## src/logic/ooo_cfg_pkg.sv

```systemverilog
`default_nettype none

package ooo_cfg_pkg;

    typedef logic [31:0] data_t;        // operand and result value.
    typedef logic [3:0]  reg_addr_t;    // 16 architectural registers.

    localparam int ROB_DEPTH = 8;

    typedef logic [$clog2(ROB_DEPTH)-1:0] rob_tag_t;

    typedef logic [2:0] op_t;

    localparam op_t OP_ADD = 3'd0;
    localparam op_t OP_SUB = 3'd1;
    localparam op_t OP_AND = 3'd2;
    localparam op_t OP_OR  = 3'd3;
    localparam op_t OP_XOR = 3'd4;
    localparam op_t OP_LI  = 3'd5;     // rd gets imm.
    localparam op_t OP_MUL = 3'd6;     // only op sent to the multiply station.

endpackage

`default_nettype wire

```

## src/logic/ooo_types_pkg.sv

```systemverilog
`default_nettype none

package ooo_types_pkg;

    typedef struct packed {
        ooo_cfg_pkg::op_t       op;
        ooo_cfg_pkg::reg_addr_t rd;
        ooo_cfg_pkg::reg_addr_t rs1;
        ooo_cfg_pkg::reg_addr_t rs2;
        ooo_cfg_pkg::data_t     imm;
    } instr_t;

    // tag is only meaningful while ready is low.
    typedef struct packed {
        logic                  ready;
        ooo_cfg_pkg::rob_tag_t tag;
        ooo_cfg_pkg::data_t    value;
    } operand_t;

    typedef struct packed {
        ooo_cfg_pkg::op_t      op;
        ooo_cfg_pkg::rob_tag_t tag;
        operand_t              src1;
        operand_t              src2;
        ooo_cfg_pkg::data_t    imm;
    } dispatch_t;

    typedef struct packed {
        logic                  valid;
        ooo_cfg_pkg::rob_tag_t tag;
        ooo_cfg_pkg::data_t    value;
    } cdb_t;

    typedef struct packed {
        ooo_cfg_pkg::reg_addr_t rd;
        ooo_cfg_pkg::rob_tag_t  tag;
        ooo_cfg_pkg::data_t     value;
    } commit_t;

endpackage

`default_nettype wire

```

## src/logic/arch_regfile.sv

```systemverilog
`timescale 1ns/10ps
`default_nettype none

module arch_regfile (
    input  wire logic                     clk,
    input  wire logic                     rst,
    input  wire ooo_cfg_pkg::reg_addr_t   rs1,
    input  wire ooo_cfg_pkg::reg_addr_t   rs2,
    output ooo_types_pkg::operand_t       src1,
    output ooo_types_pkg::operand_t       src2,
    input  wire logic                     rename_en,
    input  wire ooo_cfg_pkg::reg_addr_t   rename_rd,
    input  wire ooo_cfg_pkg::rob_tag_t    rename_tag,
    input  wire logic                     commit_valid,
    input  wire ooo_types_pkg::commit_t   commit
);

    localparam int NUM_REGS = 2 ** $bits(ooo_cfg_pkg::reg_addr_t);

    ooo_cfg_pkg::data_t    value_q [NUM_REGS];
    ooo_cfg_pkg::rob_tag_t tag_q   [NUM_REGS];     // youngest producer.
    logic [NUM_REGS-1:0]   busy_q;

    function automatic ooo_types_pkg::operand_t read_reg(input ooo_cfg_pkg::reg_addr_t ra);
        ooo_types_pkg::operand_t res;
        res.ready = !busy_q[ra];
        res.tag   = tag_q[ra];
        res.value = busy_q[ra] ? '0 : value_q[ra];
        return res;
    endfunction

    always_comb begin
        src1 = read_reg(rs1);
        src2 = read_reg(rs2);
    end

    // x0 is never written nor renamed, so it stays zero and idle.
    always_ff @(posedge clk or posedge rst) begin
        if (rst) begin
            busy_q <= '0;
            for (int i = 0; i < NUM_REGS; i++) begin
                value_q[i] <= '0;
            end
        end else begin
            if (commit_valid && commit.rd != '0) begin
                value_q[commit.rd] <= commit.value;
                if (busy_q[commit.rd] && tag_q[commit.rd] == commit.tag) begin
                    busy_q[commit.rd] <= 1'b0;   // only the youngest producer frees it.
                end
            end
            if (rename_en && rename_rd != '0) begin
                busy_q[rename_rd] <= 1'b1;      // later write wins over commit.
            end
        end
    end

    always_ff @(posedge clk) begin
        if (rename_en && rename_rd != '0) begin
            tag_q[rename_rd] <= rename_tag;
        end
    end

endmodule

`default_nettype wire

```

## config.mk

```make
export PLATFORM = sky130hd
export DESIGN_NAME = arch_regfile
export DESIGN_NICKNAME = d
export VERILOG_FILES = /design/src/logic/ooo_cfg_pkg.sv /design/src/logic/ooo_types_pkg.sv /design/src/logic/arch_regfile.sv
export SDC_FILE = /design/constraint.sdc
export NUM_CORES = 1
export LEC_CHECK = 0
export ABC_AREA = 1
export ABC_CLOCK_PERIOD_IN_PS = 26600
export BUFFER_PORTS_ARGS = -buffer_cell sky130_fd_sc_hd__buf_2
export CAP_MARGIN = 20
export CELL_PAD_IN_SITES_DETAIL_PLACEMENT = 1
export CELL_PAD_IN_SITES_GLOBAL_PLACEMENT = 1
export CORE_ASPECT_RATIO = 0.8
export CORE_MARGIN = 5
export CORE_UTILIZATION = 30
export CTS_CLUSTER_DIAMETER = 50
export CTS_CLUSTER_SIZE = 14
export DETAILED_ROUTE_END_ITERATION = 8
export PLACE_DENSITY_LB_ADDON = 0.1
export SYNTH_ARGS = -nofsm -noshare
export SYNTH_HDL_FRONTEND = slang
export SYNTH_SLANG_ARGS = --single-unit
```

## constraint.sdc

```tcl
create_clock -name clk -period 26.6 [get_ports clk]
set_input_delay 2.66 -clock clk [delete_from_list [all_inputs] [get_ports clk]]
set_output_delay 2.66 -clock clk [all_outputs]
set_load 0.01 [all_outputs]
```

==> results.sh <==
export IMPL_power_switching_mw=0.952
export IMPL_wl_met1_um=64000
export IMPL_clk_pin_slew_worst_paths_ns=0.06
export IMPL_cp_required_ns=23.94
export IMPL_boundaryPins=130
export IMPL_fmax_mhz=106
export IMPL_slew_violations=0
export IMPL_die_area_mm2=0.113
export IMPL_track_usage_pct=22.5
export IMPL_synth_seq_area_share_pct=46.1
export IMPL_finalCritPeriodShare_pct=35.5
export IMPL_ff_latch_area_mm2=0.0147
export IMPL_fillCellCount=12600
export IMPL_leakage_nw=15.9
export IMPL_cp_max_fo=80
export IMPL_die_x_um=374
export IMPL_met3_length_um=6070
export IMPL_hold_viol=0
export IMPL_clock_skew_ns=0.0132
export IMPL_area_delta_synth_final_pct=13.6
export IMPL_postRouteAntennaNets=0
export IMPL_cp_start_kind="input port"
export IMPL_ys_ff_latch=576
export IMPL_cts_setup_buffers=0
export IMPL_min_path_type="register to register"
export IMPL_route_detailed_drc=0
export IMPL_syn_mean_instance_area_um2=7.39
export IMPL_power_density_mw_per_mm2=81.0
export IMPL_cts_tree="built"
export IMPL_final_common_cell="nand2_1"
export IMPL_layout_common_cells="nand2_1, o21ai_0, a21oi_1, dfrtp_1, inv_1"
export IMPL_netlist_area_mm2=0.0318
export IMPL_drt_total_wl_um=129000
export IMPL_cts_inserted_buffers=90
export IMPL_synth_cell_types=28
export IMPL_grt_max_degree=233
export IMPL_detail_route_wl_per_cell_um=22.8
export IMPL_die_h_um=301
export IMPL_status="completed"
export IMPL_core_area_mm2=0.105
export IMPL_cts_sinks=576
export IMPL_tightest_slew_ns=1.13
export IMPL_setup_tns_ns=0
export IMPL_setup_viol=0
export IMPL_row_count=106
export IMPL_cts_repair_resized=0
export IMPL_grt_pass1_wl_um=196000
export IMPL_htree_levels=3
export IMPL_hpwlAfterDp_um=71800
export IMPL_grt_antenna_before_repair=7
export IMPL_multi_input_area_mm2=0.0139
export IMPL_clkPwrFrac_pct=41.6
export IMPL_first_pass_iters=5
export IMPL_ir_worst_vdd_uv=41.8
export IMPL_ys_warn_count=0
export IMPL_hold_buffers=0
export IMPL_wl_met2_um=56100
export IMPL_finalPower_mw=2.93
export IMPL_internal_power_mw=1.98
export IMPL_top_layer_used="met5"
export IMPL_cts_root_buf="clkbuf_16"
export IMPL_rsz0062_at_grt="no"
export IMPL_criticalPathCategory="input port to primary output"
export IMPL_gp_congestion=0.743
export IMPL_cp_data_arrival_time_ns=6.77
export IMPL_viasPerCell=5.23
export IMPL_drtIter0Drc=2221
export IMPL_clk_latency_ns=0.66
export IMPL_maxCapViolCount=0
export IMPL_portBuffers=129
export IMPL_initial_core_util_pct=30.3
export IMPL_postLayoutCoreUtil_pct=34.5
export IMPL_maxSlewHeadroom_pct=24.7
export IMPL_overflow=0
export IMPL_cts_max_path_buffers=3
export IMPL_seq_power_share_pct=39.3
export IMPL_netlist_instances=4302
export IMPL_worst_hold_slack_ns=0.381
export IMPL_cp_end_kind="primary output"
export IMPL_p_sw_share_pct=32.5
export IMPL_finalNetCount=4216
export IMPL_pwr_share_comb_pct=19.1
export IMPL_period_minus_slack_ns=9.43
export IMPL_grt_pass1_vias=29600
export IMPL_layout_drive_gt1_share_pct=8.71
export IMPL_num_vias=29500
-- flip-flops by register name, indices dropped and copies added (netlist names) --
register and cells:
tag_q 48, value_q 512, busy_q 16
-- worst max-delay path: stages --
cell	delay, ns
buf_8	0.46
buf_4	0.78
buf_4	0.89
buf_4	0.72
a21oi_1	0.07
o21ai_0	0.11
a21oi_1	0.09
o311ai_1	0.55
inv_1	0.10
buf_2	0.16
-- final cells by class --
cell class              instances  area share (%)
multi-input cells            2887            38.5
inverters                     423            4.44
clock inverters                56            1.64
well taps                    1404            4.86
flip-flops and latches        576            40.5
diodes                          3          0.0208
repair buffers                180            3.11
clock buffers                 113            6.86
-- synth_stat cells (all sizes together) --
master	count	share of area [%]
nand2	884	10
o21ai	813	13
a21oi	675	11
dfrtp	528	42
inv	422	5.0
clkbuf	251	3.0
nor2	178	2.1
buf	167	2.5
o211ai	144	3.4
nand3	68	1.1
o311ai	54	1.5
o22ai	52	1.0
edfxtp	48	4.5
o221ai	13	0.36
clkinv	1	0.012
conb	1	0.012
nand3b	1	0.024
nor3	1	0.031
o21bai	1	0.024
-- stage by stage --
| stage | instance area (um2) | cells | worst slack, ns |
|---|---|---|---|
| 2_1_floorplan | 31800 | 4304 | 9.19 |
| 3_3_place_gp | 33000 | 5468 | 17.18 |
| 3_5_place_dp | 33100 | 5470 | 17.24 |
| 4_1_cts | 36100 | 5639 | 17.23 |
| 5_1_grt | 36100 | 5639 | 16.93 |
| 6_report | 36100 | 5642 | 17.17 |
-- power groups by stage --
stage               Sequential (mW)  Combinational (mW)  Clock (mW)
floorplan                      1.14               0.396           0
global placement               1.16               0.554           0
detailed placement             1.17               0.562           0
CTS                            1.15               0.565        1.25
global route                   1.17               0.639        1.29
finish                         1.15               0.559        1.22
-- final timing paths --
check	depth (start not counted)	start	slack, ns	end
setup / recovery	10	rs1[1]	17.17	src1[17]
hold / removal	0	busy_q[0]$_DFF_PP0_	0.38	busy_q[0]$_DFF_PP0_
setup reg to reg	12	tag_q[6][2]$_DFFE_PP_	24.66	busy_q[10]$_DFF_PP0_
hold reg to reg	0	busy_q[0]$_DFF_PP0_	0.38	busy_q[0]$_DFF_PP0_
max in group asynchronous	4	rst	22.33	value_q[237]$_DFFE_PP0P_
min in group asynchronous	2	rst	2.11	value_q[126]$_DFFE_PP0P_
-- routing by layer --
layer / GRT usage, % / up-vias
met5: 0 / -
met3: 3.53 / 161
li1: - / 14200
met4: 4.20 / 8
met1: 33.2 / 14600
met2: 35.2 / 566
-- kinds of logic (layout without fill, tap and decap cells) --
group | after synthesis | count (layout) | synth area share [%]
other | 1 | 6 | 0.0118
and+or+nand+nor | 1132 | 1132 | 13.7
DFF | 576 | 576 | 46.1
buffers and inverters | 841 | 772 | 10.5
AOI/OAI and AO/OA | 1752 | 1752 | 29.7
Power figures use the tool's default switching activity.
