`src/logic/ooo_cfg_pkg.sv`:
```
`default_nettype none

package ooo_cfg_pkg;

    typedef logic [31:0] data_t;        // operand and result value.
    typedef logic [3:0]  reg_addr_t;    // 16 architectural registers.

    localparam int ROB_DEPTH = 8;

    typedef logic [$clog2(ROB_DEPTH)-1:0] rob_tag_t;

    typedef logic [2:0] op_t;

    localparam op_t OP_ADD = 3'd0;
    localparam op_t OP_SUB = 3'd1;
    localparam op_t OP_AND = 3'd2;
    localparam op_t OP_OR  = 3'd3;
    localparam op_t OP_XOR = 3'd4;
    localparam op_t OP_LI  = 3'd5;     // rd gets imm.
    localparam op_t OP_MUL = 3'd6;     // only op sent to the multiply station.

endpackage

`default_nettype wire

```
`src/logic/ooo_types_pkg.sv`:
```
`default_nettype none

package ooo_types_pkg;

    typedef struct packed {
        ooo_cfg_pkg::op_t       op;
        ooo_cfg_pkg::reg_addr_t rd;
        ooo_cfg_pkg::reg_addr_t rs1;
        ooo_cfg_pkg::reg_addr_t rs2;
        ooo_cfg_pkg::data_t     imm;
    } instr_t;

    // tag is only meaningful while ready is low.
    typedef struct packed {
        logic                  ready;
        ooo_cfg_pkg::rob_tag_t tag;
        ooo_cfg_pkg::data_t    value;
    } operand_t;

    typedef struct packed {
        ooo_cfg_pkg::op_t      op;
        ooo_cfg_pkg::rob_tag_t tag;
        operand_t              src1;
        operand_t              src2;
        ooo_cfg_pkg::data_t    imm;
    } dispatch_t;

    typedef struct packed {
        logic                  valid;
        ooo_cfg_pkg::rob_tag_t tag;
        ooo_cfg_pkg::data_t    value;
    } cdb_t;

    typedef struct packed {
        ooo_cfg_pkg::reg_addr_t rd;
        ooo_cfg_pkg::rob_tag_t  tag;
        ooo_cfg_pkg::data_t     value;
    } commit_t;

endpackage

`default_nettype wire

```
`src/logic/reservation_station.sv`:
```
`timescale 1ns/10ps
`default_nettype none

module reservation_station #(
    parameter int RS_DEPTH = 4
) (
    input  wire logic                       clk,
    input  wire logic                       rst,
    input  wire logic                       disp_valid,
    input  wire ooo_types_pkg::dispatch_t   disp,
    output logic                            full,
    input  wire ooo_types_pkg::cdb_t        alu_cdb,
    input  wire ooo_types_pkg::cdb_t        mul_cdb,
    output logic                            issue_valid,
    output ooo_types_pkg::dispatch_t        issue
);

    localparam int IDX_W = (RS_DEPTH > 1) ? $clog2(RS_DEPTH) : 1;

    ooo_types_pkg::dispatch_t entry_q [RS_DEPTH];
    logic [RS_DEPTH-1:0]      valid_q;
    logic [IDX_W-1:0]         free_idx;
    logic [IDX_W-1:0]         issue_idx;

    function automatic ooo_types_pkg::operand_t capture(input ooo_types_pkg::operand_t opnd,
                                                        input ooo_types_pkg::cdb_t a,
                                                        input ooo_types_pkg::cdb_t b);
        ooo_types_pkg::operand_t res;
        res = opnd;
        if (!opnd.ready && a.valid && a.tag == opnd.tag) begin
            res.ready = 1'b1;
            res.value = a.value;
        end else if (!opnd.ready && b.valid && b.tag == opnd.tag) begin
            res.ready = 1'b1;
            res.value = b.value;
        end
        return res;
    endfunction

    // scan downward so the lowest index wins.
    always_comb begin
        free_idx    = '0;
        issue_idx   = '0;
        issue_valid = 1'b0;
        for (int i = RS_DEPTH - 1; i >= 0; i--) begin
            if (!valid_q[i]) begin
                free_idx = IDX_W'(i);
            end
            if (valid_q[i] && entry_q[i].src1.ready && entry_q[i].src2.ready) begin
                issue_valid = 1'b1;
                issue_idx   = IDX_W'(i);
            end
        end
    end

    assign full  = &valid_q;
    assign issue = entry_q[issue_idx];

    always_ff @(posedge clk or posedge rst) begin
        if (rst) begin
            valid_q <= '0;
        end else begin
            if (issue_valid) begin
                valid_q[issue_idx] <= 1'b0;
            end
            if (disp_valid) begin
                valid_q[free_idx] <= 1'b1;
            end
        end
    end

    always_ff @(posedge clk) begin
        for (int i = 0; i < RS_DEPTH; i++) begin
            if (disp_valid && free_idx == IDX_W'(i)) begin
                entry_q[i] <= disp;   // same-cycle results were bypassed at dispatch.
            end else begin
                entry_q[i].src1 <= capture(entry_q[i].src1, alu_cdb, mul_cdb);
                entry_q[i].src2 <= capture(entry_q[i].src2, alu_cdb, mul_cdb);
            end
        end
    end

    a_no_disp_when_full: assert property (@(posedge clk) disable iff (rst)
        disp_valid |-> !full);

endmodule

`default_nettype wire

```
`config.mk`:
```
export PLATFORM = sky130hd
export DESIGN_NAME = reservation_station
export DESIGN_NICKNAME = d
export VERILOG_FILES = /design/src/logic/ooo_cfg_pkg.sv /design/src/logic/ooo_types_pkg.sv /design/src/logic/reservation_station.sv
export SDC_FILE = /design/constraint.sdc
export NUM_CORES = 1
export LEC_CHECK = 0
export ABC_AREA = 1
export BUFFER_PORTS_ARGS = -buffer_cell sky130_fd_sc_hd__buf_4
export CELL_PAD_IN_SITES_DETAIL_PLACEMENT = 0
export CELL_PAD_IN_SITES_GLOBAL_PLACEMENT = 1
export CORE_UTILIZATION = 38
export DETAILED_ROUTE_END_ITERATION = 7
export GPL_TIMING_DRIVEN = 0
export PLACE_DENSITY_LB_ADDON = 0.25
export SLEW_MARGIN = 5
export SYNTH_ARGS = -nofsm -noshare
export SYNTH_HDL_FRONTEND = slang
export SYNTH_SLANG_ARGS = --single-unit
```
`constraint.sdc`:
```
create_clock -name clk -period 3.1 [get_ports clk]
set_input_delay 0.155 -clock clk [delete_from_list [all_inputs] [get_ports clk]]
set_output_delay 0.155 -clock clk [all_outputs]
set_load 0.05 [all_outputs]
```
==> flow_summary.json <==
{
  "outcome": "finished, violations left",
  "violations": "negative setup slack",
  "syn_area_per_cell_um2": 8.27,
  "first_pass_iters": 8,
  "worstMarginPinSlew_ns": 1.12,
  "die_w_um": 251,
  "start_util": 0.388,
  "synth-edff-count": 432,
  "power.density_nw_per_um2": 1150,
  "dieArea_um2": 63100,
  "vias": 23267,
  "path_cells": "nand2_1 -> nand3_1 -> nand2_1 -> nor2_2 -> inv_2 -> buf_2 -> buf_2 -> nand3_2 -> buf_16",
  "synth_cell_types": 19,
  "synth_area_leaders": "edfxtp_1 (55%), nand2_1 (20%), nand3_1 (14%), nand4_1 (2.9%), buf_2 (2.5%)",
  "clock.fmax_mhz": 318,
  "dieHeight_um": 251,
  "track_usage": 0.307,
  "critical_path_class": "register to register",
  "regArea_um2": 13200,
  "maxCapViolCount": 0,
  "grt_pass1_wl_um": 142000,
  "boundaryPins": 297,
  "nFillCells": 5768,
  "area_delta_synth_final_pct": 26.9,
  "netlist_area_um2": 23600,
  "synthTopCellsByCount": "nand2_1 (1275), nand3_1 (644), edfxtp_1 (432)",
  "synth-main-ff-cell": "edfxtp_1",
  "core-area_um2": 60800,
  "yosys.area.top_type_share": 0.550,
  "final_antenna_net_count": 0,
  "cts_tree": "built",
  "rsz0062_at_grt": "yes",
  "placementRows": 90,
  "final.setup.worst_slack_ns": -0.0423,
  "syn_nets": 3039,
  "comb_power_share": 0.554,
  "endpoint_kind": "register",
  "required_ns": 3.48,
  "numCtsBuffers": 49,
  "dp_hpwl_um": 68300,
  "hold_viol_final": 0,
  "hp-class": "primary input to register",
  "cp_max_fo": 19,
  "setup_viol": 19,
  "wl_per_cell_um": 23.9,
  "drive_gt1_frac": 0.168,
  "root_buffer": "clkbuf_16",
  "synth.most_common_cell": "nand2_1",
  "cts.htree.levels": 2,
  "power_mw": 34.5,
  "portBuffers": 291,
  "grt_max_degree": 47,
  "slew_headroom": 0.254,
  "slowest_delay_ns": 0.57,
  "dp_slack_ns": -0.185,
  "p_int_mw": 17.1,
  "place_congestion": 0.921,
  "slew_viol_final": 0,
  "cp.arrival_ns": 3.52,
  "nets": 3512,
  "p_sw_mw": 17.4,
  "p_leak_nw": 13.0,
  "async_reset_ff_frac": 0.00901,
  "clkLatencyLatePin_ns": 0.62,
  "drc": 0,
  "ys_seq_elements": 444,
  "ys_warn_count": 0,
  "fin_worst_skew_ns": 0.0485,
  "multi_input_area_um2": 9130,
  "drtIter0Drc": 2632,
  "synthCells": 2854,
  "p_sw_frac": 0.505,
  "grt_pass1_vias": 22207,
  "via_per_inst": 5.61,
  "clkTransAtPathRegs_ns": 0.06,
  "clock_sinks": 444,
  "peakVddDrop_mv": 0.776,
  "antenna_found_initial": 2,
  "crit_path_start_kind": "register",
  "synth_area_leader_cell": "edfxtp_1",
  "ys_seq_area_frac": 0.561,
  "seqPwrFrac": 0.278,
  "fin_crit_sh": 1.01,
  "min_period_ns": 3.14,
  "slowest_stage": "nand3_2",
  "grt-ovfl-total": 0,
  "clkPwrFrac": 0.168,
  "clock_path_buffers": 3,
  "routed_wl_um": 99300
}
[power by group through the flow]
stage          clock (mW)  combinational (mW)  sequential (mW)
2_1_floorplan           0                11.4             9.60
3_3_place_gp            0                18.2             9.84
3_5_place_dp            0                18.7             9.70
4_1_cts              5.85                18.9             9.58
5_1_grt              6.07                20.0             9.72
6_report             5.81                19.1             9.59
[metrics by stage]
| step | instance area [µm²] | instances | hold slack (ns) | util | TNS [ns] |
|---|---|---|---|---|---|
| 2_1_floorplan | 23600 | 2854 | -0.0789 | - | 0 |
| 3_3_place_gp | 26800 | 3927 | 0.0508 | 0.440 | -513.74 |
| 3_5_place_dp | 27100 | 3939 | 0.0508 | 0.446 | -8.05 |
| 4_1_cts | 29900 | 4144 | 0.00859 | 0.491 | 0 |
| 5_1_grt | 29900 | 4147 | 0.0715 | 0.492 | -3.10 |
| 6_report | 29900 | 4148 | 0.0534 | 0.492 | -0.695 |
[sequential cells by signal (all words and copies together) (netlist names)]
| signal | count |
|---|---|
| entry_q | 440 |
| valid_q | 4 |
[critical path, delay by kind of cell, from the launching register on]
family | cells | cell delay [ns]
simple gates | 5 | 1.21
flops | 1 | 0.44
buf+inv | 4 | 1.21
[path summary, 6_finish.rpt]
check | from | to | slack [ns] | depth (start not counted)
max in group asynchronous | rst | valid_q[1] | 2.39 | 4
min in group asynchronous | rst | valid_q[2] | 0.56 | 4
min reg2reg | valid_q[0] | valid_q[0] | 0.60 | 2
max | valid_q[2] | entry_q[0][47] | -0.04 | 9
min | mul_cdb[1] | entry_q[0][69] | 0.05 | 5
max reg2reg | valid_q[2] | entry_q[0][47] | -0.04 | 9
[layout by cell type, fill, tap and decap left out, drive strengths merged, types with 4 or more instances in the layout]
cell type	instances
bufinv	4
buf	446
dfxtp	8
nand2	1277
clkbuf	110
dlygate4sd3	112
clkinv	27
dfrtp	4
nor2	70
nand3	645
edfxtp	432
inv	116
nand4	109
[kinds of logic after synthesis]
group,count (synthesis),share of synthesized area
buffers and inverters,307,0.0563
AOI/OAI and AO/OA,3,0.000636
and+or+nand+nor,2100,0.382
DFF,444,0.561
[metal layers]
metal	routed length [µm]	GRT usage	vias up
li1	-	-	10585
met1	39500	0.403	11083
met2	45800	0.497	1362
met3	10500	0.0727	237
met4	3450	0.105	0
met5	0	0	-
[timing repair]
action                     in CTS  in global routing
pin swaps                       1                  2
setup endpoints to repair     158                165
hold buffers                  112                  0
resized for setup              15                 18
hold endpoints to repair      444                  0
gates cloned                    0                  1
buffers inserted                4                  3
[layout make-up]
cell class / instances / area share
Timing Repair Buffer: 422 / 0.122
Multi-Input combinational cell: 2104 / 0.305
Clock inverter: 33 / 0.0106
Clock buffer: 56 / 0.0418
Tap cell: 782 / 0.0327
Buffer: 190 / 0.0310
Sequential cell: 444 / 0.442
Inverter: 116 / 0.0145
Antenna cell: 1 / 0.0000836
Note: power is estimated with default switching activity, not from simulation.
