===== config.mk =====
export PLATFORM = sky130hd
export DESIGN_NAME = exec_pipe
export DESIGN_NICKNAME = d
export VERILOG_FILES = /design/src/logic/ooo_cfg_pkg.sv /design/src/logic/ooo_types_pkg.sv /design/src/logic/exec_pipe.sv
export SDC_FILE = /design/constraint.sdc
export NUM_CORES = 1
export LEC_CHECK = 0
export BUFFER_PORTS_ARGS = -buffer_cell sky130_fd_sc_hd__buf_2
export CAP_MARGIN = 20
export CELL_PAD_IN_SITES_DETAIL_PLACEMENT = 1
export CELL_PAD_IN_SITES_GLOBAL_PLACEMENT = 1
export CORE_UTILIZATION = 53
export CTS_BUF_LIST = sky130_fd_sc_hd__clkbuf_2 sky130_fd_sc_hd__clkbuf_4 sky130_fd_sc_hd__clkbuf_8
export DETAILED_ROUTE_END_ITERATION = 6
export PLACE_DENSITY = 0.95
export SLEW_MARGIN = 25
export SYNTH_ARGS = -nofsm -noshare
export SYNTH_HDL_FRONTEND = slang
export SYNTH_SLANG_ARGS = --single-unit

===== constraint.sdc =====
create_clock -name clk -period 1.17 [get_ports clk]
set_clock_uncertainty 0.15 [all_clocks]
set_input_delay 0.0585 -clock clk [delete_from_list [all_inputs] [get_ports clk]]
set_output_delay 0.0585 -clock clk [all_outputs]
set_load 0.05 [all_outputs]

===== src/logic/ooo_cfg_pkg.sv =====
`default_nettype none

package ooo_cfg_pkg;

    typedef logic [31:0] data_t;        // operand and result value.
    typedef logic [3:0]  reg_addr_t;    // 16 architectural registers.

    localparam int ROB_DEPTH = 8;

    typedef logic [$clog2(ROB_DEPTH)-1:0] rob_tag_t;

    typedef logic [2:0] op_t;

    localparam op_t OP_ADD = 3'd0;
    localparam op_t OP_SUB = 3'd1;
    localparam op_t OP_AND = 3'd2;
    localparam op_t OP_OR  = 3'd3;
    localparam op_t OP_XOR = 3'd4;
    localparam op_t OP_LI  = 3'd5;     // rd gets imm.
    localparam op_t OP_MUL = 3'd6;     // only op sent to the multiply station.

endpackage

`default_nettype wire


===== src/logic/ooo_types_pkg.sv =====
`default_nettype none

package ooo_types_pkg;

    typedef struct packed {
        ooo_cfg_pkg::op_t       op;
        ooo_cfg_pkg::reg_addr_t rd;
        ooo_cfg_pkg::reg_addr_t rs1;
        ooo_cfg_pkg::reg_addr_t rs2;
        ooo_cfg_pkg::data_t     imm;
    } instr_t;

    // tag is only meaningful while ready is low.
    typedef struct packed {
        logic                  ready;
        ooo_cfg_pkg::rob_tag_t tag;
        ooo_cfg_pkg::data_t    value;
    } operand_t;

    typedef struct packed {
        ooo_cfg_pkg::op_t      op;
        ooo_cfg_pkg::rob_tag_t tag;
        operand_t              src1;
        operand_t              src2;
        ooo_cfg_pkg::data_t    imm;
    } dispatch_t;

    typedef struct packed {
        logic                  valid;
        ooo_cfg_pkg::rob_tag_t tag;
        ooo_cfg_pkg::data_t    value;
    } cdb_t;

    typedef struct packed {
        ooo_cfg_pkg::reg_addr_t rd;
        ooo_cfg_pkg::rob_tag_t  tag;
        ooo_cfg_pkg::data_t     value;
    } commit_t;

endpackage

`default_nettype wire


===== src/logic/exec_pipe.sv =====
`timescale 1ns/10ps
`default_nettype none

module exec_pipe #(
    parameter int LATENCY = 1
) (
    input  wire logic                       clk,
    input  wire logic                       rst,
    input  wire logic                       issue_valid,
    input  wire ooo_types_pkg::dispatch_t   issue,
    output ooo_types_pkg::cdb_t             cdb
);

    logic [LATENCY-1:0]    valid_q;
    ooo_cfg_pkg::rob_tag_t tag_q   [LATENCY];
    ooo_cfg_pkg::data_t    value_q [LATENCY];
    ooo_cfg_pkg::data_t    result;

    always_comb begin
        case (issue.op)
            ooo_cfg_pkg::OP_ADD: result = issue.src1.value + issue.src2.value;
            ooo_cfg_pkg::OP_SUB: result = issue.src1.value - issue.src2.value;
            ooo_cfg_pkg::OP_AND: result = issue.src1.value & issue.src2.value;
            ooo_cfg_pkg::OP_OR:  result = issue.src1.value | issue.src2.value;
            ooo_cfg_pkg::OP_XOR: result = issue.src1.value ^ issue.src2.value;
            ooo_cfg_pkg::OP_LI:  result = issue.imm;
            ooo_cfg_pkg::OP_MUL: result = issue.src1.value * issue.src2.value; // low half.
            default:             result = '0;
        endcase
    end

    always_ff @(posedge clk or posedge rst) begin
        if (rst) begin
            valid_q <= '0;
        end else begin
            valid_q[0] <= issue_valid;
            for (int i = 1; i < LATENCY; i++) begin
                valid_q[i] <= valid_q[i-1];
            end
        end
    end

    // shift register, one result per stage.
    always_ff @(posedge clk) begin
        tag_q[0]   <= issue.tag;
        value_q[0] <= result;
        for (int i = 1; i < LATENCY; i++) begin
            tag_q[i]   <= tag_q[i-1];
            value_q[i] <= value_q[i-1];
        end
    end

    assign cdb = '{valid: valid_q[LATENCY-1], tag: tag_q[LATENCY-1], value: value_q[LATENCY-1]};

endmodule

`default_nettype wire


==> run_results.csv, run 1 <==
group,metric,value,unit
status,status,"aborted with a tool error",
status,lastStage,"clock tree synthesis",
status,stop_error,"[ERROR DPL-0033] detailed placement checks failed during check placement.",
synth,syn_avg_cell_area,8.366,um^2
place,place_ws,-6886,ps
place,gp_congestion,1.112,
cts,cts_root_buf,"clkbuf_8",
synth,synth.cell_area,0.01985,mm^2
synth,ys.warnings.count,0,
synth,synth-edff-count,0,
floorplan,start_util,54.09,%
synth,async_flop_share,2.778,%
floorplan,dieHeight,195.5,um
synth,netlist_instances,2373,
cts,clock_sinks,36,
synth,ys_seq_area_share,3.656,%
synth,synth.distinct_cells,72,
floorplan,io_pins,149,
synth,synth_top_area_share,41.25,%
synth,synth_simple_gate_area_share,14.89,%
synth,synthAdderAreaFrac,55.05,%
synth,synth_top_cell_by_area,"fa_1",
cts,cts_buffers,5,
place,dp_hpwl,116.5,mm
cts,clock_path_buffers,2,
synth,synth_area_leaders,"fa_1, ha_1, inv_1",
cts,cts_setup_buffers,50,
place,dp.cells,3371,
floorplan,die_w,195.5,um
floorplan,rows,70,
synth,synth.mux.area_fraction,0.4538,%
cts,cts-hold-fix-buffers,13,
synth,synth_compound_area_share,9.580,%
place,port_buffers,140,
cts,cts_max_level,2,
synth,synth_flop_cell,"dfxtp_1",
cts,post_cts_resized,443,
synth,ys_ff_latch,36,
synth,synth-xor-area-share,5.691,%
synth,syn-num-nets,3114,
synth,synth_top_family_by_area,"adder cells",
==> kinds of logic after synthesis <==
| logic type | count (synthesis) |
|---|---|
| buf+inv | 564 |
| xor+xnor | 129 |
| fa+ha+maj | 628 |
| simple gates | 723 |
| mux | 9 |
| compound gates | 284 |
| flops | 36 |
==> cell usage after synthesis, types with 13 or more instances <==
cell type,n
nor2b_1,14
xor2_1,23
a21o_1,15
a211oi_1,16
buf_1,13
o21ai_0,54
nor2_1,359
xnor2_1,106
fa_1,409
dfxtp_1,35
clkinv_1,16
nand2_1,265
nor3_1,19
inv_1,434
a22oi_1,17
a21oi_1,60
clkbuf_1,94
nand3_1,13
ha_1,219
o211ai_1,16
==> through the flow <==
stage / instance area [um^2] / utilization (%)
2_1_floorplan: 20610 / -
3_5_place_dp: 25050 / 68.27
3_3_place_gp: 25050 / 68.27
==> run 2: changes to the inputs <==
- CELL_PAD_IN_SITES_DETAIL_PLACEMENT: 1 -> unset
- CELL_PAD_IN_SITES_GLOBAL_PLACEMENT: 1 -> unset
- CORE_UTILIZATION: 53 -> 40
- CTS_BUF_LIST: sky130_fd_sc_hd__clkbuf_2 sky130_fd_sc_hd__clkbuf_4 sky130_fd_sc_hd__clkbuf_8 -> unset
- PLACE_DENSITY: 0.95 -> unset
- PLACE_DENSITY_LB_ADDON: unset -> 0.15
==> run_results.csv, run 2 <==
group,metric,value,unit
timing,relSlewSlack,64.10,%
status,violations,"hold timing, setup timing",
synth,netlist_instances,2373,
timing,rsz0062_at_grt,"true",
route,routedWlPerCell,24.99,um
layout,drive_above_1_share,34.30,%
synth,synth_commonest_cells,"inv_1, fa_1, nor2_1, nand2_1, ha_1",
global_route,grt_overflow_total,0,
synth,async_flop_share,2.778,%
critical_path,end_kind,"register",
critical_path,cpMostUsedCell,"fa_1",
synth,synth.cell_area,0.01985,mm^2
global_route,grt_use_met1,49.45,%
cts,cts_root_buf,"clkbuf_16",
floorplan,io_pins,149,
cts,cts_tree,"done",
floorplan,start_util,40.55,%
min_path,hold_start,"issue[30]",
critical_path,critPathTopFamily,"adder cells",
cts,clock_path_buffers,2,
layout,mostFrequentLayoutCell,"buf_4",
cts,cts_buffers,5,
synth,ys_seq_area_share,3.656,%
synth,synth_flop_cell,"dfxtp_1",
critical_path,arrival,6700,ps
route,viasPerCell,5.326,
place,port_buffers,140,
synth,synth.most_common_cell,"inv_1",
timing,setup_violations,32,
global_route,grt_usage,37.30,%
cts,cts_max_level,2,
floorplan,fp.coreArea,0.04895,mm^2
place,dp_hpwl,78.21,mm
floorplan,dieHeight,224.8,um
synth,syn_avg_cell_area,8.366,um^2
layout,top_regs,"value_q: 32 flops, tag_q: 3 flops, valid_q: 1 flops",
status,status,"finished, violations left",
route,dr.pass1.iters,6,
route,drt_wl_total,92.22,mm
timing,max_freq,0.1501,GHz
timing,slew_violations,0,
global_route,grt_pass1_vias,21039,
critical_path,critPathMaxStageDelay,570,ps
min_path,holdCritPathClass,"input port to register",
timing,holdWs,-22.84,ps
cts,clock_sinks,36,
floorplan,die_w,224.8,um
global_route,grt_busiest_layer,"met2",
synth,synth_area_leaders,"fa_1, ha_1, inv_1",
layout,fin_nets,3766,
layout,n_antenna_cell,0,
critical_path,critPathMaxFanout,5,
floorplan,design.die.area,0.05052,mm^2
critical_path,startpoint,"issue[85]",
run,max_cap_violations,0,
critical_path,crit_required,1210,ps
layout,largest_register_ff_count,32,
critical_path,critPathBufInv,6,
route,drtAntennaViolNets,0,
route,drc,0,
global_route,grtUsageMet3,4.964,%
synth,ys_ff_latch,36,
floorplan,rows,81,
global_route,met2_usage,60.95,%
timing,period_share,569.5,%
critical_path,crit_slowest_cell,"fa_1",
layout,area_growth,42.70,%
timing,tns,-134790,ps
synth,synth-edff-count,0,
route,dr_total_vias,19652,
timing,worst_slack,-5493,ps
global_route,grt_max_degree,19,
cts,clk_pin_slew_worst_paths,80,ps
timing,finalHoldViolations,1,
synth,syn-num-nets,3114,
layout,top_register,"value_q",
synth,synth_top_area_share,41.25,%
critical_path,path_class,"input port to register",
layout,fillers,4495,
place,place_ws,-6024,ps
route,drtIter0Drc,1610,
layout,layout_common_cells,"buf_4, inv_1, fa_1, nor2_1, nand2_1",
timing,period_minus_slack,6663,ps
synth,synth.distinct_cells,72,
global_route,antenna_found_initial,2,
critical_path,worstPathCellList,"buf_2, inv_4, nor2_2, fa_1, inv_1, fa_1, fa_1, fa_1, inv_1, fa_1, fa_1, fa_1, fa_1, ha_4, and4_4, and3_4, a21boi_4, buf_6, nor3_1, o21bai_1, xnor2_1, buf_4, o21ai_1, a311o_1",
global_route,grt_pass1_wl,134.7,mm
place,gp_congestion,1.077,
critical_path,timing.critical_path.from_type,"input port",
synth,synth_top_cell_by_area,"fa_1",
timing,tightestPinTransition,534.0,ps
synth,ys.warnings.count,0,
run 2: cell counts after synthesis:
No cell type changed its count.
run 2: logic make-up (layout without fill, tap and decap cells):
family / count (synthesis) / in the layout / share of synthesized area (%)
and+or+nand+nor: 723 / 723 / 14.89
xor gates and xnor gates: 129 / 129 / 5.691
buffers and inverters: 564 / 1217 / 10.68
DFF: 36 / 36 / 3.656
muxes: 9 / 9 / 0.4538
AOI/OAI and AO/OA: 284 / 284 / 9.580
adders and majority gates: 628 / 628 / 55.05
run 2: final timing paths:
check | endpoint | cells past startpoint
min in group asynchronous | valid_q | 4
worst min-delay path | value_q[0][30] | 4
worst max-delay path | value_q[0][23] | 24
max in group asynchronous | valid_q | 4
run 2: metrics by stage:
step | cells | instance area (um^2) | utilization, %
after global routing | 3690 | 28330 | 57.87
after detailed placement | 3596 | 25650 | 52.41
after floorplan | 2373 | 20610 | -
after global placement | 3596 | 25650 | 52.41
final | 3690 | 28330 | 57.87
after CTS | 3649 | 27420 | 56.02
run 2: tightest hold or removal path, stage by stage:
cell and delay, ps:
buf_2 80, a221oi_1 70, buf_4 140, o221ai_1 60
run 2: layer usage:
layer  share of wire, %  routed length [um]
met4                5.3                4893
met1                 41               37760
met3                7.6                6996
met2                 46               42520
met5              0.049                  45
run 2: repair_timing:
action / in CTS / in global routing
pin swaps: 83 / 110
cloned: 1 / 2
resized for setup: 293 / 142
buffers inserted: 35 / 46
hold buffers: 13 / 0
endpoints found under the setup margin: 35 / 32
hold endpoints to repair: 13 / 0
run 2: area by class of cell:
class	count	area, um^2	share of cell area (%)
Timing Repair inverter	1	6.256	0.02208
Tap cell	664	830.8	2.933
Multi-Input combinational cell	1773	18560	65.52
Clock buffer	5	125.1	0.4417
Inverter	456	1866	6.586
Clock inverter	3	18.77	0.06625
Timing Repair Buffer	752	6195	21.87
Sequential cell	36	726.9	2.566
Power of run 2 is not shown: default switching activity piles up to over one toggle a cycle in this logic, so the estimate is an artifact.
