`src/logic/ooo_cfg_pkg.sv`:
```
`default_nettype none

package ooo_cfg_pkg;

    typedef logic [31:0] data_t;        // operand and result value.
    typedef logic [3:0]  reg_addr_t;    // 16 architectural registers.

    localparam int ROB_DEPTH = 8;

    typedef logic [$clog2(ROB_DEPTH)-1:0] rob_tag_t;

    typedef logic [2:0] op_t;

    localparam op_t OP_ADD = 3'd0;
    localparam op_t OP_SUB = 3'd1;
    localparam op_t OP_AND = 3'd2;
    localparam op_t OP_OR  = 3'd3;
    localparam op_t OP_XOR = 3'd4;
    localparam op_t OP_LI  = 3'd5;     // rd gets imm.
    localparam op_t OP_MUL = 3'd6;     // only op sent to the multiply station.

endpackage

`default_nettype wire

```
`src/logic/ooo_types_pkg.sv`:
```
`default_nettype none

package ooo_types_pkg;

    typedef struct packed {
        ooo_cfg_pkg::op_t       op;
        ooo_cfg_pkg::reg_addr_t rd;
        ooo_cfg_pkg::reg_addr_t rs1;
        ooo_cfg_pkg::reg_addr_t rs2;
        ooo_cfg_pkg::data_t     imm;
    } instr_t;

    // tag is only meaningful while ready is low.
    typedef struct packed {
        logic                  ready;
        ooo_cfg_pkg::rob_tag_t tag;
        ooo_cfg_pkg::data_t    value;
    } operand_t;

    typedef struct packed {
        ooo_cfg_pkg::op_t      op;
        ooo_cfg_pkg::rob_tag_t tag;
        operand_t              src1;
        operand_t              src2;
        ooo_cfg_pkg::data_t    imm;
    } dispatch_t;

    typedef struct packed {
        logic                  valid;
        ooo_cfg_pkg::rob_tag_t tag;
        ooo_cfg_pkg::data_t    value;
    } cdb_t;

    typedef struct packed {
        ooo_cfg_pkg::reg_addr_t rd;
        ooo_cfg_pkg::rob_tag_t  tag;
        ooo_cfg_pkg::data_t     value;
    } commit_t;

endpackage

`default_nettype wire

```
`src/logic/dispatch_unit.sv`:
```
`timescale 1ns/10ps
`default_nettype none

module dispatch_unit (
    input  wire logic                     instr_valid,
    output logic                          instr_ready,
    input  wire ooo_types_pkg::instr_t    instr,
    output ooo_cfg_pkg::reg_addr_t        rf_rs1,
    output ooo_cfg_pkg::reg_addr_t        rf_rs2,
    input  wire ooo_types_pkg::operand_t  rf_src1,
    input  wire ooo_types_pkg::operand_t  rf_src2,
    output logic                          rename_en,
    output ooo_cfg_pkg::reg_addr_t        rename_rd,
    output ooo_cfg_pkg::rob_tag_t         rename_tag,
    output logic                          alloc_en,
    output ooo_cfg_pkg::reg_addr_t        alloc_rd,
    input  wire ooo_cfg_pkg::rob_tag_t    alloc_tag,
    input  wire logic                     rob_full,
    output ooo_cfg_pkg::rob_tag_t         look_tag1,
    output ooo_cfg_pkg::rob_tag_t         look_tag2,
    input  wire ooo_types_pkg::operand_t  look1,
    input  wire ooo_types_pkg::operand_t  look2,
    output logic                          alu_disp_valid,
    output logic                          mul_disp_valid,
    output ooo_types_pkg::dispatch_t      disp,
    input  wire logic                     alu_rs_full,
    input  wire logic                     mul_rs_full
);

    logic is_mul;
    logic is_li;
    logic accept;

    // regfile value if idle, otherwise whatever the ROB knows about the tag.
    function automatic ooo_types_pkg::operand_t resolve(input ooo_types_pkg::operand_t rf,
                                                        input ooo_types_pkg::operand_t rob,
                                                        input logic force_ready);
        ooo_types_pkg::operand_t res;
        res = rf.ready ? rf : rob;
        if (force_ready) begin
            res.ready = 1'b1;
        end
        return res;
    endfunction

    assign is_mul      = (instr.op == ooo_cfg_pkg::OP_MUL);
    assign is_li       = (instr.op == ooo_cfg_pkg::OP_LI);
    assign instr_ready = !rob_full && !(is_mul ? mul_rs_full : alu_rs_full);
    assign accept      = instr_valid && instr_ready;

    assign rf_rs1    = instr.rs1;
    assign rf_rs2    = instr.rs2;
    assign look_tag1 = rf_src1.tag;
    assign look_tag2 = rf_src2.tag;

    assign alloc_en   = accept;
    assign alloc_rd   = instr.rd;
    assign rename_en  = accept;
    assign rename_rd  = instr.rd;
    assign rename_tag = alloc_tag;

    assign alu_disp_valid = accept && !is_mul;
    assign mul_disp_valid = accept && is_mul;

    always_comb begin
        disp.op   = instr.op;
        disp.tag  = alloc_tag;
        disp.src1 = resolve(rf_src1, look1, is_li);   // li reads no register.
        disp.src2 = resolve(rf_src2, look2, is_li);
        disp.imm  = instr.imm;
    end

endmodule

`default_nettype wire

```
`config.mk`:
```
export PLATFORM = sky130hd
export DESIGN_NAME = dispatch_unit
export DESIGN_NICKNAME = d
export VERILOG_FILES = /design/src/logic/ooo_cfg_pkg.sv /design/src/logic/ooo_types_pkg.sv /design/src/logic/dispatch_unit.sv
export SDC_FILE = /design/constraint.sdc
export NUM_CORES = 1
export LEC_CHECK = 0
export BUFFER_PORTS_ARGS = -buffer_cell sky130_fd_sc_hd__buf_2
export CORE_AREA = 2 2 132 134
export DETAILED_ROUTE_END_ITERATION = 8
export DIE_AREA = 0 0 134 136
export GPL_TIMING_DRIVEN = 0
export PLACE_DENSITY = 0.5
export SYNTH_ARGS = -nofsm -noshare
export SYNTH_HDL_FRONTEND = slang
export SYNTH_SLANG_ARGS = --single-unit
```
`constraint.sdc`:
```
create_clock -name vclk -period 2.2
set_input_delay 0.44 -clock vclk [all_inputs]
set_output_delay 0.44 -clock vclk [all_outputs]
set_load 0.02 [all_outputs]
```
==> impl_metrics.py, run 1 <==
metrics = {
    "setup_path": {
        "cp_slowest_stage_delay_ps": 440,
        "required_ps": 1760,
        "path_max_fanout": 4,
        "cp_common_cell": "buf_2",
        "critPathCaptureType": "output port",
        "worstPathArrival_ps": 1550,
        "cp_cell_sequence": "buf_2, nand3b_1, a211oi_1, buf_4, buf_2",
        "crit_type": "in -> out",
        "slowest_stage": "a211oi_1",
        "setup.worst_path.start_class": "input port",
    },
    "placed_design": {
        "dpl_cell_area_sq_mm": 0.00344,
        "gp_congestion": 0.717,
        "pre_cts_slack_ps": 103,
        "portBuffers": 289,
        "hpwl_microns": 7910,
    },
    "floorplan": {
        "die_h_microns": 136,
        "start_util_pct": 10.1,
        "die_x_microns": 134,
        "ios": 338,
        "fp-row-count": 48,
        "core_sq_mm": 0.0169,
        "die-area_sq_mm": 0.0182,
    },
    "synth": {
        "synth-seq-area-share_pct": 0,
        "synth-warning-count": 0,
        "syn_nets": 350,
        "synth_cell_types": 13,
        "syn_avg_cell_area_sq_um": 11.2,
        "synth_area_sq_mm": 0.00171,
        "synthCells": 152,
    },
    "layout": {
        "filler_cell_count": 1887,
        "nets": 641,
        "layout_common_cells": "buf_2, buf_4, mux2_4",
        "final_util_pct": 20.4,
        "seq_cell_count": 0,
        "final_layout_size_suffix_gt1_share_pct": 97.7,
        "seqCellArea_sq_um": 0,
        "area_growth_pct": 101,
        "clkbuf_count": 0,
        "antenna_cells": 0,
        "final_common_cell": "buf_2",
        "fin_area_sq_mm": 0.00344,
    },
    "route": {
        "firstDrtPassIters": 3,
        "vias_per_cell": 3.31,
        "drc": 0,
        "finalWirelength_microns": 8230,
        "vias": 2204,
        "drt-initial-drc-count": 19,
        "drtAntennaViolNets": 0,
        "routedWlPerCell_microns": 12.4,
    },
    "power_and_ir_drop": {
        "p_int_mw": 0.442,
        "switchingPower_mw": 0.412,
        "switching_share_pct": 48.2,
        "p_clk_share_pct": 0,
        "p_leak_nw": 2.07,
        "power_density_mw_per_mm2": 249,
        "ir_worst_vdd_v": 0.0000848,
        "seq_power_share_pct": 0,
        "power_frac_comb_pct": 100.0,
    },
    "grt": {
        "track_usage_pct": 7.55,
        "first_global_vias": 1947,
        "antenna_found_initial": 2,
        "grt_max_degree": 11,
        "grt_pass1_wl_microns": 10700,
        "grt.overflow.total": 0,
    },
    "timing": {
        "fin_setup_tns_ps": 0,
        "worst_pin_slew_ps": 417,
        "fin_hold_ws_ps": 1100,
        "period_needed_ps": 1990,
        "fin_crit_sh_pct": 90.6,
        "hold_viol": 0,
        "rsz0062_at_grt": "no",
        "final_max_slew_viol_count": 0,
        "setup_viol": 0,
        "fin_ws_ps": 207,
        "fmaxAchievable_ghz": 0.502,
        "slew_headroom_pct": 72.1,
    },
    "min_path": {
        "hold_class": "in -> out",
        "holdPathStages": 2,
    },
    "clock_tree": {
        "cts-hold-fix-buffers": 0,
        "cts_resized": 0,
        "post_cts_buffers": 0,
    },
    "run": {
        "maxCapViolations": 0,
    },
    "outcome": {
        "status": "finished clean",
    },
}
-- final timing paths --
kind              slack (ps)      start         to
setup / recovery         210  instr[44]  rename_en
hold / removal          1100  instr[27]   disp[27]
-- cell usage after synthesis --
master | n | area [sq um]
nor3_1 | 1 | 5.00
and4b_1 | 1 | 10.0
buf_4 | 64 | 480
a211oi_1 | 2 | 15.0
nand2b_1 | 1 | 6.26
nand3b_1 | 1 | 7.51
nor3b_1 | 1 | 7.51
mux2_4 | 60 | 901
mux2_2 | 10 | 113
or3_1 | 2 | 12.5
and3b_1 | 1 | 8.76
buf_12 | 6 | 120
buf_6 | 2 | 22.5
-- critical path: cells and delay by family --
kind                   cells  cell delay, ps
and+or+nand+nor            1             220
AOI/OAI and AO/OA          1             440
buffers and inverters      3             450
-- logic make-up after synthesis --
group,count (synthesis),synth area share [%]
mux,70,59.3
buf+inv,72,36.5
simple gates,8,3.37
compound gates,2,0.878
-- power by group through the flow --
stage,logic [mW],registers [mW],clock network (mW)
5_1_grt,0.909,0,0
6_report,0.855,0,0
2_1_floorplan,0.544,0,0
3_3_place_gp,0.862,0,0
3_5_place_dp,0.867,0,0
4_1_cts,0.869,0,0
-- metal layers --
layer  share of wire [%]  track usage, %  wire [microns]
met2                  52            15.8            4320
met4                0.19               0              16
met1                  33            7.56            2750
met5                   0               0               0
met3                  14            2.54            1140
-- stage by stage --
stage	power [mW]	std cells
finish	0.855	666
global route	0.909	666
CTS	0.869	666
detailed placement	0.867	666
global placement	0.862	666
floorplan	0.544	152
-- area by class of cell --
class / instances / area (sq um) / area share, %
Buffer: 72 / 623 / 18.1
Multi-Input combinational cell: 80 / 1090 / 31.6
Tap cell: 225 / 282 / 8.19
Timing Repair Buffer: 289 / 1450 / 42.1
No activity file was read; power rests on OpenSTA's default activity.
==> run 2: changes to the inputs <==
==> constraint.sdc (replaced) <==
create_clock -name vclk -period 2
set_input_delay 0.4 -clock vclk [all_inputs]
set_output_delay 0.4 -clock vclk [all_outputs]
set_load 0.02 [all_outputs]
==> impl_metrics.py, run 2 (same netlist as run 1, synthesis figures left out) <==
metrics = {
    "floorplan": {
        "ios": 338,
        "fp-row-count": 48,
        "die-area_sq_mm": 0.0182,
        "start_util_pct": 10.1,
        "core_sq_mm": 0.0169,
        "die_h_microns": 136,
        "die_x_microns": 134,
    },
    "setup_path": {
        "setup.worst_path.start_class": "input port",
        "path_max_fanout": 4,
        "cp_common_cell": "buf_2",
        "slowest_stage": "a211oi_2",
        "crit_type": "in -> out",
        "cp_slowest_stage_delay_ps": 340,
        "cp_cell_sequence": "buf_2, nand3b_1, a211oi_2, buf_4, buf_2",
        "required_ps": 1600,
        "path_depth": 5,
        "worst-path-buf-inv": 3,
        "critical_path.top_delay_family": "buffers and inverters",
        "worstPathArrival_ps": 1400,
        "critPathCaptureType": "output port",
    },
    "placed_design": {
        "gp_congestion": 0.717,
        "portBuffers": 289,
        "hpwl_microns": 7910,
        "dpl_cell_area_sq_mm": 0.00344,
    },
    "timing": {
        "setup_viol": 0,
        "rsz0062_at_grt": "no",
        "hold_viol": 0,
        "final_max_slew_viol_count": 0,
        "fin_crit_sh_pct": 90.2,
        "slew_headroom_pct": 82.2,
        "fmaxAchievable_ghz": 0.554,
        "period_needed_ps": 1800,
        "worst_pin_slew_ps": 267,
    },
    "grt": {
        "antenna_found_initial": 2,
        "grt_max_degree": 11,
        "track_usage_pct": 7.55,
        "grt_pass1_wl_microns": 10700,
        "first_global_vias": 1948,
        "grt.overflow.total": 0,
    },
    "run": {
        "maxCapViolations": 0,
    },
    "min_path": {
        "hold_path.startpoint": "instr[27]",
        "hold_class": "in -> out",
        "min_to": "disp[27]",
        "holdPathStages": 2,
    },
    "layout": {
        "multiInputGateArea_sq_mm": 0.00109,
        "area_growth_pct": 101,
        "clkbuf_count": 0,
        "final_layout_size_suffix_gt1_share_pct": 98.0,
        "fin_area_sq_mm": 0.00344,
        "final_util_pct": 20.4,
        "seqCellArea_sq_um": 0,
        "nets": 641,
        "filler_cell_count": 1886,
        "seq_cell_count": 0,
        "antenna_cells": 0,
        "layout_common_cells": "buf_2, buf_4, mux2_4",
        "final_common_cell": "buf_2",
    },
    "outcome": {
        "status": "finished clean",
    },
    "route": {
        "finalWirelength_microns": 8240,
        "drtAntennaViolNets": 0,
        "drc": 0,
        "routedWlPerCell_microns": 12.4,
        "firstDrtPassIters": 3,
        "vias_per_cell": 3.31,
        "drt-initial-drc-count": 20,
        "vias": 2206,
    },
    "power_and_ir_drop": {
        "p_leak_nw": 2.08,
        "power_density_mw_per_mm2": 273,
        "ir_worst_vdd_v": 0.0000933,
    },
}
run 2: repair_timing:
item                                    in CTS  in global routing
gates resized for setup                      1                  0
setup buffers                                0                  0
endpoints found under the hold margin        0                  0
endpoints found under the setup margin       1                  0
hold buffers                                 0                  0
run 2: per-layer routing:
layer  share of wire [%]  vias up  routed length (microns)  global-route usage (%)
met1                  34      960                     2770                    7.56
met4                0.19        0                       16                       0
met5                   0        -                        0                       0
li1                    -     1047                        -                       -
met2                  52      195                     4320                    15.8
met3                  14        4                     1140                    2.54
run 2: how the worst max path moves through the flow:
stage	startpoint	slack, ps	to
detailed placement	instr[44]	-20	rename_en
global placement	instr[44]	30	rename_en
CTS	instr[44]	130	rename_en
floorplan	instr[44]	100	rename_en
global route	instr[44]	80	rename_en
finish	instr[44]	200	rename_en
run 2: where the power goes:
part | switching (mW) | internal [mW] | leakage [nW] | total (mW)
logic | 0.454 | 0.487 | 2.08 | 0.941
clock network | 0 | 0 | 0 | 0
registers | 0 | 0 | 0 | 0
run 2: stage by stage:
stage,total power [mW],hold slack (ps),setup slack (ps),cells,setup TNS [ps]
final,0.941,1020,196,666,0
after global routing,1.00,1020,79.8,666,0
after CTS,0.956,1020,130,666,0
after detailed placement,0.954,1020,-17.1,666,-17.1
after global placement,0.948,1020,33.9,666,0
after floorplan,0.598,879,99.8,152,0
run 2: area by class of cell:
type	count	area share, %
Multi-Input combinational cell	80	31.7
Buffer	72	18.1
Tap cell	225	8.18
Timing Repair Buffer	289	42.0
